--- src/common/dmaPkg.sv ---
`default_nettype none

package dmaPkg;

  localparam int dataWidth       = 32;
  localparam int ramAddrWidth    = 10;
  localparam int ramDepth        = 1024;
  localparam int memAddrWidth    = 9;   // RAM start register is one bit short of the RAM
  localparam int blockSizeWidth  = 10;
  localparam int burstWidth      = 8;   // Burst value is words minus one
  localparam int ciIdWidth       = 8;
  localparam int byteEnableWidth = dataWidth / 8;
  localparam int stateWidth      = 4;

  // Register codes, valueA[13:10]
  localparam logic [3:0] regBusAddr   = 4'd3;
  localparam logic [3:0] regMemAddr   = 4'd5;
  localparam logic [3:0] regBlockSize = 4'd7;
  localparam logic [3:0] regBurstSize = 4'd9;
  localparam logic [3:0] regControl   = 4'd11;

  // Read selectors, valueA[13:11]
  localparam logic [2:0] selRam       = 3'd0;
  localparam logic [2:0] selBusAddr   = 3'd1;
  localparam logic [2:0] selMemAddr   = 3'd2;
  localparam logic [2:0] selBlockSize = 3'd3;
  localparam logic [2:0] selBurstSize = 3'd4;
  localparam logic [2:0] selStatus    = 3'd5;

  // DMA FSM
  localparam logic [stateWidth-1:0] stIdle       = 4'd0;
  localparam logic [stateWidth-1:0] stInit       = 4'd1;
  localparam logic [stateWidth-1:0] stRequestBus = 4'd2;
  localparam logic [stateWidth-1:0] stSetUp      = 4'd3;
  localparam logic [stateWidth-1:0] stDoRead     = 4'd4;
  localparam logic [stateWidth-1:0] stWaitEnd    = 4'd5;
  localparam logic [stateWidth-1:0] stDoWrite    = 4'd6;
  localparam logic [stateWidth-1:0] stEndError   = 4'd7;
  localparam logic [stateWidth-1:0] stEndWrite   = 4'd8;

  // Same valueA word, seen as a RAM access or as a register access
  typedef union packed {
    struct packed {
      logic [20:0]             upper;     // Must be zero for a RAM write
      logic                    writeFlag;
      logic [ramAddrWidth-1:0] address;
    } ramView;
    struct packed {
      logic [17:0] upper;
      logic [3:0]  regCode;
      logic [9:0]  lowBits;
    } regView;
  } ciOperand_t;

endpackage

`default_nettype wire
--- src/common/dmaControlIf.sv ---
`default_nettype none

interface dmaControlIf;
  import dmaPkg::*;

  // Configuration from the register file
  logic [dataWidth-1:0]      busStartAddress;
  logic [memAddrWidth-1:0]   memStartAddress;
  logic [blockSizeWidth-1:0] blockSize;
  logic [burstWidth-1:0]     burstSize;
  logic                      startIn;   // Bus to RAM
  logic                      startOut;  // RAM to bus

  // Status from the engine
  logic busy;
  logic busError;

  modport regs (
    output busStartAddress, memStartAddress, blockSize, burstSize, startIn, startOut,
    input  busy, busError
  );

  modport engine (
    input  busStartAddress, memStartAddress, blockSize, burstSize, startIn, startOut,
    output busy, busError
  );

endinterface

`default_nettype wire

--- src/logic/ciRegisterFile.sv ---
`default_nettype none

module ciRegisterFile #(
  parameter logic [dmaPkg::ciIdWidth-1:0] customId = '0
) (
  input  logic                            clock,
  input  logic                            rstN,
  input  logic                            start,
  input  logic [dmaPkg::ciIdWidth-1:0]    ciN,
  input  logic [dmaPkg::dataWidth-1:0]    valueA,
  input  logic [dmaPkg::dataWidth-1:0]    valueB,
  output logic                            done,
  output logic [dmaPkg::dataWidth-1:0]    result,
  output logic                            ramWriteEnable,
  output logic [dmaPkg::ramAddrWidth-1:0] ramAddress,
  output logic [dmaPkg::dataWidth-1:0]    ramWriteData,
  input  logic [dmaPkg::dataWidth-1:0]    ramReadData,
  dmaControlIf.regs                       control
);
  import dmaPkg::*;

  ciOperand_t operand;
  logic       accepted;
  logic       isWrite;
  logic       regHit;
  logic       readPendingReg;
  logic [2:0] readSelectReg;

  logic [dataWidth-1:0]      busStartAddressReg;
  logic [memAddrWidth-1:0]   memStartAddressReg;
  logic [blockSizeWidth-1:0] blockSizeReg;
  logic [burstWidth-1:0]     burstSizeReg;
  logic [dataWidth-1:0]      readValue;

  //////////////////////////////////////////////////
  // Instruction decode

  assign operand  = valueA;
  assign accepted = start && (ciN == customId);
  assign isWrite  = operand.ramView.writeFlag;
  assign regHit   = accepted && isWrite;

  // Register codes put nonzero bits in the RAM view's upper field, so no overlap
  assign ramWriteEnable = regHit && (operand.ramView.upper == '0);
  assign ramAddress     = operand.ramView.address;
  assign ramWriteData   = valueB;

  assign control.startIn  = regHit && (operand.regView.regCode == regControl)
                            && (valueB[1:0] == 2'b01);
  assign control.startOut = regHit && (operand.regView.regCode == regControl)
                            && (valueB[1:0] == 2'b10);

  //////////////////////////////////////////////////
  // Control registers

  always_ff @(posedge clock)
  begin
    if (!rstN)
    begin
      busStartAddressReg <= '0;
      memStartAddressReg <= '0;
      blockSizeReg       <= '0;
      burstSizeReg       <= '0;
    end
    else if (regHit)
    begin
      case (operand.regView.regCode)
        regBusAddr:   busStartAddressReg <= valueB;
        regMemAddr:   memStartAddressReg <= valueB[memAddrWidth-1:0];
        regBlockSize: blockSizeReg       <= valueB[blockSizeWidth-1:0];
        regBurstSize: burstSizeReg       <= valueB[burstWidth-1:0];
        default: ;
      endcase
    end
  end

  assign control.busStartAddress = busStartAddressReg;
  assign control.memStartAddress = memStartAddressReg;
  assign control.blockSize       = blockSizeReg;
  assign control.burstSize       = burstSizeReg;

  //////////////////////////////////////////////////
  // Read path, answer one cycle later

  always_ff @(posedge clock)
  begin
    if (!rstN)
      readPendingReg <= 1'b0;
    else
      readPendingReg <= accepted && !isWrite;
  end

  always_ff @(posedge clock)
  begin
    if (accepted && !isWrite)
      readSelectReg <= operand.regView.regCode[3:1];
  end

  always_comb
  begin
    case (readSelectReg)
      selRam:       readValue = ramReadData;  // Address was given with the request
      selBusAddr:   readValue = busStartAddressReg;
      selMemAddr:   readValue = dataWidth'(memStartAddressReg);
      selBlockSize: readValue = dataWidth'(blockSizeReg);
      selBurstSize: readValue = dataWidth'(burstSizeReg);
      selStatus:    readValue = dataWidth'({control.busError, control.busy});
      default:      readValue = '0;
    endcase
  end

  assign done   = regHit || readPendingReg;  // Writes finish in the same cycle
  assign result = readPendingReg ? readValue : '0;

endmodule

`default_nettype wire

--- src/flat_wrapper.sv ---
// flat-port wrapper written by rule: the top's interface ports become plain ports
module ciRegisterFile_flat import dmaPkg::*;
#(
  parameter logic [dmaPkg::ciIdWidth-1:0] customId = '0
)
  (clock, rstN, start, ciN, valueA, valueB, done, result, ramWriteEnable, ramAddress, ramWriteData, ramReadData, control_busStartAddress, control_memStartAddress, control_blockSize, control_burstSize, control_startIn, control_startOut, control_busy, control_busError);
  dmaControlIf control_i ();
  input  logic clock;
  input  logic rstN;
  input  logic start;
  input  logic [dmaPkg::ciIdWidth-1:0] ciN;
  input  logic [dmaPkg::dataWidth-1:0] valueA;
  input  logic [dmaPkg::dataWidth-1:0] valueB;
  output logic done;
  output logic [dmaPkg::dataWidth-1:0] result;
  output logic ramWriteEnable;
  output logic [dmaPkg::ramAddrWidth-1:0] ramAddress;
  output logic [dmaPkg::dataWidth-1:0] ramWriteData;
  input  logic [dmaPkg::dataWidth-1:0] ramReadData;
  output wire logic [$bits(control_i.busStartAddress)-1:0] control_busStartAddress;
  output wire logic [$bits(control_i.memStartAddress)-1:0] control_memStartAddress;
  output wire logic [$bits(control_i.blockSize)-1:0] control_blockSize;
  output wire logic [$bits(control_i.burstSize)-1:0] control_burstSize;
  output wire logic [$bits(control_i.startIn)-1:0] control_startIn;
  output wire logic [$bits(control_i.startOut)-1:0] control_startOut;
  input wire logic [$bits(control_i.busy)-1:0] control_busy;
  input wire logic [$bits(control_i.busError)-1:0] control_busError;
  assign control_busStartAddress = control_i.busStartAddress;
  assign control_memStartAddress = control_i.memStartAddress;
  assign control_blockSize = control_i.blockSize;
  assign control_burstSize = control_i.burstSize;
  assign control_startIn = control_i.startIn;
  assign control_startOut = control_i.startOut;
  assign control_i.busy = control_busy;
  assign control_i.busError = control_busError;
  ciRegisterFile #(.customId(customId)) u_core (.clock(clock), .rstN(rstN), .start(start), .ciN(ciN), .valueA(valueA), .valueB(valueB), .done(done), .result(result), .ramWriteEnable(ramWriteEnable), .ramAddress(ramAddress), .ramWriteData(ramWriteData), .ramReadData(ramReadData), .control(control_i));
endmodule
--- config.mk ---
export PLATFORM = sky130hd
export DESIGN_NAME = ciRegisterFile_flat
export DESIGN_NICKNAME = d
export VERILOG_FILES = /design/src/common/dmaPkg.sv /design/src/common/dmaControlIf.sv /design/src/logic/ciRegisterFile.sv /design/src/flat_wrapper.sv
export SDC_FILE = /design/constraint.sdc
export NUM_CORES = 1
export LEC_CHECK = 0
export BUFFER_PORTS_ARGS = -buffer_cell sky130_fd_sc_hd__buf_4
export CORE_MARGIN = 4
export CORE_UTILIZATION = 42
export CTS_CLUSTER_DIAMETER = 200
export CTS_CLUSTER_SIZE = 25
export DETAILED_ROUTE_END_ITERATION = 12
export GPL_ROUTABILITY_DRIVEN = 0
export PLACE_DENSITY = 0.79
export SYNTH_ARGS = -nofsm -noshare
export SYNTH_HDL_FRONTEND = slang
export SYNTH_SLANG_ARGS = --single-unit
--- constraint.sdc ---
create_clock -name clock -period 1.8 [get_ports clock]
set_clock_uncertainty 0.15 [all_clocks]
set_input_delay 0 -clock clock [delete_from_list [all_inputs] [get_ports clock]]
set_output_delay 0 -clock clock [all_outputs]
set_load 0.01 [all_outputs]
==> results_dict.tcl <==
set metrics [dict create \
    power_density_mw_per_mm2 549 \
    peakVddDrop_mv 0.463 \
    start_util_pct 44.0 \
    ys.flop_type "dfxtp_1" \
    root_buffer "clkbuf_8" \
    vias 3801 \
    worstPathArrival_ns 1.75 \
    path_class "flip-flop to output port" \
    max_slew_margin_pct 75.2 \
    pre_cts_ws_ns 0.229 \
    path_clk_slew_ns 0.07 \
    drtIter0Drc 119 \
    grt_max_degree 51 \
    die_area_mm2 0.0103 \
    h-tree-depth 3 \
    via_per_inst 5.03 \
    n_antenna_cell 0 \
    yosysWarnings 0 \
    status "complete, but fails checks" \
    cts_tree "built" \
    min_period_ns 1.90 \
    post-route-period-util_pct 106 \
    drt_pass1_iterations 4 \
    io-pin-count 246 \
    track_usage_pct 24.4 \
    cp_max_fo 6 \
    synth.distinct_cells 39 \
    drv_cap 0 \
    synth-seq-cells 63 \
    clk-insertion-delay-late_ns 0.33 \
    worst_pin_slew_ns 0.367 \
    cts_made_buffers 9 \
    cp-start-kind "flip-flop" \
    seqCellArea_mm2 0.00129 \
    overflow 0 \
    syn_inst 410 \
    violations "setup timing" \
    syn-cell-area_mm2 0.00367 \
    synth_top_area_share_pct 32.8 \
    async_reset_ff_share_pct 0 \
    drc 0 \
    nets 755 \
    ys_top_cells_by_area "dfxtp_1 (33%), mux2i_1 (26%), nand2_1 (9.8%)" \
    yosysMostFrequentCell "mux2i_1" \
    wl_per_cell_um 17.1 \
    maxSlewViolCount 0 \
    p_leak_uw 0.00290 \
    die-height_um 101 \
    die_w_um 101 \
    io_buffers 225 \
    grt_antenna_before_repair 0 \
    timing.setup.tns_ns -0.391 \
    n_fill_cell 634 \
    yosys.area.top_type "dfxtp_1" \
    drive_above_1_share_pct 41.9 \
    setup.worst_path.end_class "output port" \
    setup_viol 11 \
    design.core.area_mm2 0.00834 \
    synthTopCellsByCount "mux2i_1 (97), nand2_1 (96), dfxtp_1 (60), buf_4 (42), nor2_1 (25)" \
    wl_um 12900 \
    grt_pass1_wl_um 19800 \
    hpwl_um 9480 \
    synth-edff-count 3 \
    antenna_left 0 \
    rows 33 \
    syn_avg_cell_area_um2 8.94 \
    hold_violations 0 \
    rsz0062_at_grt "true" \
    max_freq_mhz 526 \
    ys_seq_area_share_pct 35.2 \
    crit_required_ns 1.65 \
    fin_ws_ns -0.101 \
    postSynthNetCount 519 \
    min_path_type "input pin to flip-flop" \
    multi_input_area_mm2 0.00192 \
    area_growth_syn_to_layout_pct 62.8 \
    clock_path_buffers 2 \
    grt_pass1_vias 3925 \
    cts.sinks 63 \
]
-- metrics by stage --
stage / cells / area (um2) / power [uW] / hold WS (ns) / util (%)
global placement: 687 / 5160 / 1800 / -0.150 / 61.9
global route: 756 / 5970 / 3410 / 0.0680 / 71.6
floorplan: 410 / 3670 / 1610 / -0.0742 / -
detailed placement: 687 / 5160 / 1810 / -0.150 / 61.9
CTS: 755 / 5930 / 3300 / 0.0437 / 71.0
finish: 756 / 5970 / 3280 / 0.0621 / 71.6
-- layout by cell type, fill, tap and decap left out, types with 2 or more instances in the layout --
cell,synthesis,final
o21ai_0,3,2
and2_1,2,2
nor2_1,25,25
dfxtp_1,60,60
nor4_1,6,6
edfxtp_1,3,3
buf_6,1,5
nand2_1,96,95
nor4bb_1,3,3
nor2b_1,4,2
nand3_1,3,3
nor2b_2,0,2
a2bb2oi_1,5,4
dlygate4sd3_1,0,49
buf_4,42,236
mux2i_1,97,97
clkbuf_8,0,11
buf_12,3,3
nand4_1,3,3
nand2b_1,4,4
clkinvlp_4,0,2
a22o_1,2,2
o22ai_1,5,4
bufinv_16,0,2
nand3b_1,3,3
-- critical path, stage by stage, from the launching register on --
cell and delay (ns):
edfxtp_1 0.49, nor2b_2 0.25, and2_1 0.18, o311a_1 0.37, buf_6 0.14
-- cell families (layout without fill, tap and decap cells) --
| group | after synthesis | in the layout | synth area share, % |
|---|---|---|---|
| AO/OA/AOI/OAI | 19 | 19 | 3.82 |
| buffers and inverters | 70 | 311 | 13.3 |
| flip-flops | 63 | 63 | 35.2 |
| multiplexers | 99 | 99 | 27.4 |
| AND/OR/NAND/NOR | 159 | 159 | 20.3 |
-- power by group --
group          total (uW)  leakage, uW  switching [uW]  internal [uW]
registers            1400     0.000510           0.235           1400
clock network        1410     0.000112             553            853
logic                 468      0.00228             184            284
total                3280      0.00290             737           2540
-- flip-flops by register name, summed over array words and instances, names as in the netlist --
register,flops
u_core.control.blockSize,10
u_core.control.burstSize,8
u_core.control.busStartAddress,32
u_core.control.memStartAddress,9
u_core.readPendingReg,1
u_core.readSelectReg,3
-- metal layers --
metal,part of all wire [%],vias to the layer above,track usage (%)
li1,-,1831,-
met1,38,1786,28.3
met2,53,150,44.0
met3,5.6,34,4.13
met4,3.2,0,10.5
met5,0,-,0
-- final cells by class --
cell class / count / area share, %
well taps: 105 / 2.20
clock inverters: 5 / 1.34
flip-flops and latches: 63 / 21.6
multi-input cells: 277 / 32.1
clock buffers: 11 / 2.54
inverters: 1 / 0.0629
repair buffers: 294 / 40.1
-- worst paths after layout --
kind / from / endpoint / cells past startpoint / slack, ns
setup / recovery: u_core.readSelectReg[1]$_DFFE_PP_ / result[0] / 4 / -0.10
hold / removal: ciN[1] / u_core.control.burstSize[4]$_SDFFE_PN0P_ / 5 / 0.06
setup reg to reg: u_core.control.blockSize[8]$_SDFFE_PN0P_ / u_core.control.blockSize[8]$_SDFFE_PN0P_ / 2 / 0.95
hold reg to reg: u_core.control.busStartAddress[23]$_SDFFE_PN0P_ / u_core.control.busStartAddress[23]$_SDFFE_PN0P_ / 2 / 0.33
-- timing repair --
action | in CTS | in global routing
setup buffers | 3 | 1
endpoints found under the setup margin | 32 | 32
resized for setup | 5 | 10
hold buffers | 49 | 0
endpoints found under the hold margin | 76 | 0
pin swaps | 7 | 4
(Power assumes the default switching activity.)
