$ cat config.mk
export PLATFORM = sky130hd
export DESIGN_NAME = dmaEngine_flat
export DESIGN_NICKNAME = d
export VERILOG_FILES = /design/src/common/dmaPkg.sv /design/src/common/ramPortIf.sv /design/src/common/dmaControlIf.sv /design/src/dma/dmaEngine.sv /design/src/flat_wrapper.sv
export SDC_FILE = /design/constraint.sdc
export NUM_CORES = 1
export LEC_CHECK = 0
export BUFFER_PORTS_ARGS = -buffer_cell sky130_fd_sc_hd__buf_2
export CAP_MARGIN = 20
export CORE_ASPECT_RATIO = 0.8
export CORE_UTILIZATION = 35
export DETAILED_ROUTE_END_ITERATION = 12
export PLACE_DENSITY = 0.7
export SYNTH_ARGS = -nofsm -noshare
export SYNTH_HDL_FRONTEND = slang
export SYNTH_SLANG_ARGS = --single-unit
$ cat constraint.sdc
create_clock -name clock -period 5.6 [get_ports clock]
set_input_delay 0.28 -clock clock [delete_from_list [all_inputs] [get_ports clock]]
set_output_delay 0.28 -clock clock [all_outputs]
set_load 0.005 [all_outputs]
$ cat src/common/dmaPkg.sv
`default_nettype none

package dmaPkg;

  localparam int dataWidth       = 32;
  localparam int ramAddrWidth    = 10;
  localparam int ramDepth        = 1024;
  localparam int memAddrWidth    = 9;   // RAM start register is one bit short of the RAM
  localparam int blockSizeWidth  = 10;
  localparam int burstWidth      = 8;   // Burst value is words minus one
  localparam int ciIdWidth       = 8;
  localparam int byteEnableWidth = dataWidth / 8;
  localparam int stateWidth      = 4;

  // Register codes, valueA[13:10]
  localparam logic [3:0] regBusAddr   = 4'd3;
  localparam logic [3:0] regMemAddr   = 4'd5;
  localparam logic [3:0] regBlockSize = 4'd7;
  localparam logic [3:0] regBurstSize = 4'd9;
  localparam logic [3:0] regControl   = 4'd11;

  // Read selectors, valueA[13:11]
  localparam logic [2:0] selRam       = 3'd0;
  localparam logic [2:0] selBusAddr   = 3'd1;
  localparam logic [2:0] selMemAddr   = 3'd2;
  localparam logic [2:0] selBlockSize = 3'd3;
  localparam logic [2:0] selBurstSize = 3'd4;
  localparam logic [2:0] selStatus    = 3'd5;

  // DMA FSM
  localparam logic [stateWidth-1:0] stIdle       = 4'd0;
  localparam logic [stateWidth-1:0] stInit       = 4'd1;
  localparam logic [stateWidth-1:0] stRequestBus = 4'd2;
  localparam logic [stateWidth-1:0] stSetUp      = 4'd3;
  localparam logic [stateWidth-1:0] stDoRead     = 4'd4;
  localparam logic [stateWidth-1:0] stWaitEnd    = 4'd5;
  localparam logic [stateWidth-1:0] stDoWrite    = 4'd6;
  localparam logic [stateWidth-1:0] stEndError   = 4'd7;
  localparam logic [stateWidth-1:0] stEndWrite   = 4'd8;

  // Same valueA word, seen as a RAM access or as a register access
  typedef union packed {
    struct packed {
      logic [20:0]             upper;     // Must be zero for a RAM write
      logic                    writeFlag;
      logic [ramAddrWidth-1:0] address;
    } ramView;
    struct packed {
      logic [17:0] upper;
      logic [3:0]  regCode;
      logic [9:0]  lowBits;
    } regView;
  } ciOperand_t;

endpackage

`default_nettype wire
$ cat src/common/ramPortIf.sv
`default_nettype none

interface ramPortIf;
  import dmaPkg::*;

  logic [ramAddrWidth-1:0] address;
  logic                    writeEnable;
  logic [dataWidth-1:0]    writeData;
  logic [dataWidth-1:0]    readData;   // One cycle after address

  modport engine (output address, writeEnable, writeData, input readData);
  modport ram (input address, writeEnable, writeData, output readData);

endinterface

`default_nettype wire

$ cat src/common/dmaControlIf.sv
`default_nettype none

interface dmaControlIf;
  import dmaPkg::*;

  // Configuration from the register file
  logic [dataWidth-1:0]      busStartAddress;
  logic [memAddrWidth-1:0]   memStartAddress;
  logic [blockSizeWidth-1:0] blockSize;
  logic [burstWidth-1:0]     burstSize;
  logic                      startIn;   // Bus to RAM
  logic                      startOut;  // RAM to bus

  // Status from the engine
  logic busy;
  logic busError;

  modport regs (
    output busStartAddress, memStartAddress, blockSize, burstSize, startIn, startOut,
    input  busy, busError
  );

  modport engine (
    input  busStartAddress, memStartAddress, blockSize, burstSize, startIn, startOut,
    output busy, busError
  );

endinterface

`default_nettype wire

$ cat src/dma/dmaEngine.sv
`default_nettype none

module dmaEngine (
  input  logic                               clock,
  input  logic                               rstN,
  dmaControlIf.engine                        control,
  ramPortIf.engine                           ram,
  output logic                               requestTransaction,
  output logic                               beginTransaction,
  output logic                               readNotWrite,
  output logic                               endTransactionOut,
  output logic                               dataValidOut,
  output logic [dmaPkg::byteEnableWidth-1:0] byteEnables,
  output logic [dmaPkg::burstWidth-1:0]      burstSize,
  output logic [dmaPkg::dataWidth-1:0]       addressDataOut,
  input  logic                               transactionGranted,
  input  logic                               endTransactionIn,
  input  logic                               dataValidIn,
  input  logic                               busError,
  input  logic                               busy,
  input  logic [dmaPkg::dataWidth-1:0]       addressDataIn
);
  import dmaPkg::*;

  logic [stateWidth-1:0] stateReg;
  logic [stateWidth-1:0] nextState;
  logic                  isReadReg;
  logic                  busErrorReg;

  logic                 endTransactionInReg;
  logic                 dataValidInReg;
  logic [dataWidth-1:0] addressDataInReg;

  // Shadow counters, the register file values stay untouched
  logic [dataWidth-1:0]      busAddressReg;
  logic [blockSizeWidth-1:0] remainingReg;
  logic [ramAddrWidth-1:0]   ramAddressReg;

  logic [burstWidth:0]  wordsLeftReg;  // MSB set once the last word is loaded
  logic [dataWidth-1:0] dataOutReg;
  logic                 dataValidOutReg;
  logic                 outputFree;
  logic                 loadWord;
  logic                 storeWord;
  logic                 advance;
  logic                 transferDone;

  logic [blockSizeWidth-1:0] maxBurst;
  logic [blockSizeWidth-1:0] remainingMinusOne;
  logic [burstWidth-1:0]     thisBurst;

  //////////////////////////////////////////////////
  // Bus inputs and burst sizing

  always_ff @(posedge clock)
  begin
    if (!rstN)
    begin
      endTransactionInReg <= 1'b0;
      dataValidInReg      <= 1'b0;
    end
    else
    begin
      endTransactionInReg <= endTransactionIn;
      dataValidInReg      <= dataValidIn;
    end
  end

  always_ff @(posedge clock)
  begin
    addressDataInReg <= addressDataIn;
  end

  assign maxBurst          = blockSizeWidth'(control.burstSize) + 1'b1;
  assign remainingMinusOne = remainingReg - 1'b1;
  assign thisBurst = (remainingReg > maxBurst) ? control.burstSize
                                               : remainingMinusOne[burstWidth-1:0];

  // Word strobes
  assign storeWord  = (stateReg == stDoRead) && dataValidInReg;
  assign outputFree = !dataValidOutReg || !busy;   // Current word gone this cycle
  assign loadWord   = (stateReg == stDoWrite) && outputFree && !wordsLeftReg[burstWidth]
                      && !busError;
  assign advance    = storeWord || loadWord;

  // Last word and end of transaction may arrive together
  assign transferDone = (remainingReg == '0)
                        || ((remainingReg == blockSizeWidth'(1)) && storeWord);

  //////////////////////////////////////////////////
  // FSM

  always_comb
  begin
    nextState = stateReg;
    case (stateReg)
      stIdle:
        if (control.startIn || control.startOut)
          nextState = stInit;
      stInit:
        nextState = (control.blockSize == '0) ? stIdle : stRequestBus;
      stRequestBus:
        if (transactionGranted)
          nextState = stSetUp;
      stSetUp:
        nextState = isReadReg ? stDoRead : stDoWrite;
      stDoRead:
        if (endTransactionInReg)
          nextState = (transferDone || busError) ? stIdle : stRequestBus;
        else if (busError)
          nextState = stWaitEnd;                  // Slave still closes the burst
      stWaitEnd:
        if (endTransactionInReg)
          nextState = stIdle;
      stDoWrite:
        if (busError)
          nextState = stEndError;
        else if (wordsLeftReg[burstWidth] && outputFree)
          nextState = stEndWrite;
      stEndWrite:
        nextState = (remainingReg == '0) ? stIdle : stRequestBus;
      stEndError:
        nextState = stIdle;
      default:
        nextState = stIdle;
    endcase
  end

  always_ff @(posedge clock)
  begin
    if (!rstN)
    begin
      stateReg    <= stIdle;
      isReadReg   <= 1'b0;
      busErrorReg <= 1'b0;
    end
    else
    begin
      stateReg <= nextState;
      if (stateReg == stIdle)
        isReadReg <= control.startIn;
      if (stateReg == stInit)
        busErrorReg <= 1'b0;
      else if (busError && (stateReg == stDoRead || stateReg == stDoWrite))
        busErrorReg <= 1'b1;
    end
  end

  always_ff @(posedge clock)
  begin
    if (stateReg == stInit)
    begin
      busAddressReg <= control.busStartAddress;
      remainingReg  <= control.blockSize;
      ramAddressReg <= ramAddrWidth'(control.memStartAddress);
    end
    else if (advance)
    begin
      busAddressReg <= busAddressReg + dataWidth'(4);
      remainingReg  <= remainingMinusOne;
      ramAddressReg <= ramAddressReg + 1'b1;
    end
  end

  //////////////////////////////////////////////////
  // Write datapath: RAM read, output register, bus

  always_ff @(posedge clock)
  begin
    if (!rstN)
      wordsLeftReg <= '0;
    else if (stateReg == stSetUp)
      wordsLeftReg <= {1'b0, thisBurst};
    else if (loadWord)
      wordsLeftReg <= wordsLeftReg - 1'b1;
  end

  always_ff @(posedge clock)
  begin
    if (!rstN)
      dataValidOutReg <= 1'b0;
    else if (stateReg != stDoWrite || busError)
      dataValidOutReg <= 1'b0;
    else if (outputFree)
      dataValidOutReg <= loadWord;  // Held while busy
  end

  always_ff @(posedge clock)
  begin
    if (loadWord)
      dataOutReg <= ram.readData;
  end

  // Look one word ahead on a load so readData always shows mem[ramAddressReg]
  assign ram.address     = ramAddressReg + ramAddrWidth'(loadWord);
  assign ram.writeEnable = storeWord;
  assign ram.writeData   = addressDataInReg;

  // Bus outputs
  assign requestTransaction = (stateReg == stRequestBus);
  assign beginTransaction   = (stateReg == stSetUp);
  assign readNotWrite       = beginTransaction && isReadReg;
  assign byteEnables        = beginTransaction ? '1 : '0;
  assign burstSize          = beginTransaction ? thisBurst : '0;
  assign endTransactionOut  = (stateReg == stEndWrite) || (stateReg == stEndError);
  assign dataValidOut       = dataValidOutReg;
  assign addressDataOut     = beginTransaction ? {busAddressReg[dataWidth-1:2], 2'b00}
                            : dataValidOutReg  ? dataOutReg
                            : '0;

  assign control.busy     = (stateReg != stIdle);
  assign control.busError = busErrorReg;

endmodule

`default_nettype wire

$ cat src/flat_wrapper.sv
// flat-port wrapper written by rule: the top's interface ports become plain ports
module dmaEngine_flat import dmaPkg::*;
  (clock, rstN, requestTransaction, beginTransaction, readNotWrite, endTransactionOut, dataValidOut, byteEnables, burstSize, addressDataOut, transactionGranted, endTransactionIn, dataValidIn, busError, busy, addressDataIn, control_busStartAddress, control_memStartAddress, control_blockSize, control_burstSize, control_startIn, control_startOut, control_busy, control_busError, ram_address, ram_writeEnable, ram_writeData, ram_readData);
  dmaControlIf control_i ();
  ramPortIf ram_i ();
  input  logic clock;
  input  logic rstN;
  output logic requestTransaction;
  output logic beginTransaction;
  output logic readNotWrite;
  output logic endTransactionOut;
  output logic dataValidOut;
  output logic [dmaPkg::byteEnableWidth-1:0] byteEnables;
  output logic [dmaPkg::burstWidth-1:0] burstSize;
  output logic [dmaPkg::dataWidth-1:0] addressDataOut;
  input  logic transactionGranted;
  input  logic endTransactionIn;
  input  logic dataValidIn;
  input  logic busError;
  input  logic busy;
  input  logic [dmaPkg::dataWidth-1:0] addressDataIn;
  input wire logic [$bits(control_i.busStartAddress)-1:0] control_busStartAddress;
  input wire logic [$bits(control_i.memStartAddress)-1:0] control_memStartAddress;
  input wire logic [$bits(control_i.blockSize)-1:0] control_blockSize;
  input wire logic [$bits(control_i.burstSize)-1:0] control_burstSize;
  input wire logic [$bits(control_i.startIn)-1:0] control_startIn;
  input wire logic [$bits(control_i.startOut)-1:0] control_startOut;
  output wire logic [$bits(control_i.busy)-1:0] control_busy;
  output wire logic [$bits(control_i.busError)-1:0] control_busError;
  output wire logic [$bits(ram_i.address)-1:0] ram_address;
  output wire logic [$bits(ram_i.writeEnable)-1:0] ram_writeEnable;
  output wire logic [$bits(ram_i.writeData)-1:0] ram_writeData;
  input wire logic [$bits(ram_i.readData)-1:0] ram_readData;
  assign control_i.busStartAddress = control_busStartAddress;
  assign control_i.memStartAddress = control_memStartAddress;
  assign control_i.blockSize = control_blockSize;
  assign control_i.burstSize = control_burstSize;
  assign control_i.startIn = control_startIn;
  assign control_i.startOut = control_startOut;
  assign control_busy = control_i.busy;
  assign control_busError = control_i.busError;
  assign ram_address = ram_i.address;
  assign ram_writeEnable = ram_i.writeEnable;
  assign ram_writeData = ram_i.writeData;
  assign ram_i.readData = ram_readData;
  dmaEngine u_core (.clock(clock), .rstN(rstN), .control(control_i), .ram(ram_i), .requestTransaction(requestTransaction), .beginTransaction(beginTransaction), .readNotWrite(readNotWrite), .endTransactionOut(endTransactionOut), .dataValidOut(dataValidOut), .byteEnables(byteEnables), .burstSize(burstSize), .addressDataOut(addressDataOut), .transactionGranted(transactionGranted), .endTransactionIn(endTransactionIn), .dataValidIn(dataValidIn), .busError(busError), .busy(busy), .addressDataIn(addressDataIn));
endmodule
==> results.md <==
- Final nets: 1071
- Hold Buf Count CTS: 32
- Synth Flop Type: edfxtp_1
- Top post-synthesis cells by area: edfxtp_1, dfxtp_1, nand2_1
- Synth Cell Area: ~6700 sq um
- Syn. warnings: 0
- Routed len/inst: 15.4 um
- Final hold vios: 0
- Initial DRC count: 398
- Register area share after synthesis: 0.518
- RSZ-0062 raised after global routing: no
- Worst-path maximum fanout: 37
- HP Start: ram_readData[19]
- CP startpoint kind: flip-flop
- Commonest cells after routing, fill and taps aside: buf_2, nand2_1, edfxtp_1
- IO Pins: around 230
- Cell area after layout: 8930 sq um
- P&R area growth vs syn: 34.0%
- 1st-pass router iterations: 4
- Reg2reg start: u_core.stateReg[1]
- Worst reg2reg endpoint: u_core.wordsLeftReg[0]
- Max Clk Rate: 0.297 GHz
- Reg2Reg Setup Slack: approximately 2.9 ns
- Post-synthesis average cell area: 9.82 sq um
- IO Port Bufs: approximately 220
- Place WS: approximately 2.3 ns
- CTS tree: yes
- Vias per inst: 5.02
- R2R depth: 6
- Max_cap viols: 0
- Max_slew headroom: 0.332
- WHS Path Cells: 1
- Distinct cell type count after synthesis: 58
- Residual DRC: 0
- Peak VDD IR: 247 uV
- Worst Max-Slew Pin Slew: 0.999 ns
- Tcrit/Tclk final: 0.600
- Placed cell area: 7970 sq um
- Antenna violations before repair: 2
- Biggest area consumer among synthesized cells: edfxtp_1
- # rows: 44
- Final antenna-violating net count: 0
- Sum Neg Setup Slack: 0 ns
- Starting Density: 0.362
- Post-synth ARST share: 0
- Placer Congestion: approximately 0.83
- Postcts setup bufs: 0
- DR vias: ~6000
- Clock transition at path regs: about 0.060 ns
- Die Wd: about 160 um
- Required time of the worst setup path: approximately 5.3 ns
- Global-route wire length before repair: 29000 um
- Post-cts gate resize count: 0
- HP Class: in -> reg
- Synth top area share: 0.365
- Syn nets: slightly above 800
- Total CTS buffers: 17
- Latest clock arrival within the worst-skew pair: around 0.41 ns
- # fillers: roughly 1800
- Area of the core: roughly 18000 sq um
- Final slew viol count: 0
- Crit Path Category: reg -> out
- Final setup viols: 0
- Final HPWL DP: between 10000 and 15000 um
- Final worst slack: 2.24 ns
- Routed WL: roughly 18000 um
- Root Buffer: clkbuf_16
- Status: finished clean
- Full die area: between 15000 and 20000 sq um
- Critical path endpoint category: output pin
- Minimum clock period: 3.36 ns
- Worst Path Arrival: 3.08 ns
- Clk buf depth: 2
- Pin count of the biggest net entering global routing: 81
- LEAKAGE: ~3.8 nW
- EDFF count, synth: 81
- Tot GR Track Use: 0.191
- Number of synthesized register bits: 132
- Skew final: around 0.011 ns
- H-tree depth: 4
- Commonest non-fill, non-tap cell in the layout: buf_2
- Clk sinks: 132
- Grt ovf: 0
- Layout cell share with drive strength beyond 1: 0.296
- Pwr Density: 438 nW/um^2
- Vias in the first global route: 5727
- Hold EP: u_core.dataOutReg[19]
- Gate Count Post-Synth: between 600 and 700
- Die height: 125 um
per-layer routing:
metal / up-vias / global-route usage / wire [um]
met5: - / 0 / 13
met4: 2 / 0.0519 / 174
met3: 16 / 0.0558 / 1300
met2: 204 / 0.298 / 8160
met1: 2820 / 0.256 / 8690
li1: 2935 / - / -
where the power goes:
part           leakage, nW  internal, mW  total, mW  switching (mW)
registers             1.17          1.34       1.60           0.255
clock network        0.305         0.700       1.15           0.455
logic                 2.32         0.477       1.16           0.681
cells by family (layout without fill, tap and decap cells):
group | count (synthesis) | in the layout | synth area share
AND/OR/NAND/NOR | 312 | 312 | 0.234
flip-flops | 132 | 132 | 0.518
AO/OA/AOI/OAI | 107 | 107 | 0.101
XOR/XNOR | 60 | 60 | 0.0788
buffers and inverters | 50 | 306 | 0.0342
adder cells (fa/ha/maj) | 17 | 17 | 0.0319
multiplexers | 1 | 1 | 0.00150
other | 0 | 2 | 0
how the worst max path moves through the flow:
stage / startpoint / to / slack, ns
finish: u_core.stateReg[1] / ram_address[5] / 2.24
global route: u_core.stateReg[2] / ram_address[5] / 1.93
CTS: u_core.stateReg[1] / ram_address[5] / 2.19
detailed placement: control_burstSize[0] / burstSize[1] / 2.35
global placement: control_burstSize[0] / burstSize[1] / 2.43
floorplan: u_core.stateReg[2] / u_core.busAddressReg[10] / 2.58
flip-flops by register name (all words and copies together), names as in the netlist:
name                        cells
u_core.busAddressReg           30
u_core.dataOutReg              32
u_core.dataValidOut             1
u_core.remainingReg            10
u_core.ram.writeData           32
u_core.dataValidInReg           1
u_core.control.busError         1
u_core.stateReg                 4
u_core.isReadReg                1
u_core.wordsLeftReg             9
u_core.ramAddressReg           10
u_core.endTransactionInReg      1
through the flow:
step	std cells	util	hold WS [ns]	power, mW
6_report	1190	0.486	0.0368	3.91
5_1_grt	1188	0.485	0.0111	4.15
4_1_cts	1187	0.484	0.0164	3.92
3_5_place_dp	1123	0.433	0.384	2.74
3_3_place_gp	1123	0.433	0.382	2.70
2_1_floorplan	679	-	0.308	2.35
area by class of cell:
class / instances / area, sq um / share of cell area
clock inverters: 11 / 114 / 0.0127
multi-input cells: 497 / 2990 / 0.335
repair buffers: 262 / 1500 / 0.168
flip-flops and latches: 132 / 3450 / 0.387
diodes: 2 / 5.00 / 0.000560
clock buffers: 21 / 504 / 0.0565
inverters: 12 / 45.0 / 0.00504
well taps: 253 / 317 / 0.0354
cell usage after synthesis (2+ instances only):
library cell	count
a211oi_1	2
a211oi_2	2
a21boi_0	2
a21o_1	4
a21oi_1	19
a31oi_1	11
a32o_1	2
and2_1	6
and3_1	13
and4_1	4
buf_1	4
buf_2	7
buf_4	6
clkbuf_1	19
dfxtp_1	51
edfxtp_1	81
ha_1	17
inv_1	11
nand2_1	120
nand2b_1	2
nand3_1	65
nand4_1	12
nor2_1	46
nor2b_1	4
nor3_1	12
nor3b_2	2
nor4_1	9
nor4_4	4
o2111ai_1	2
o21a_1	3
o21ai_0	33
o21ai_1	12
o31a_1	2
o31ai_1	5
or3_1	4
xnor2_1	22
xor2_1	38
critical path: stages (launching register included):
cell	delay, ns
dfxtp_1	0.69
nor2b_1	0.35
and3_2	0.25
buf_4	0.47
ha_1	0.26
nand3_1	0.16
nor2_1	0.18
xor2_1	0.16
buf_2	0.13
No activity file was read; power rests on OpenSTA's default activity.
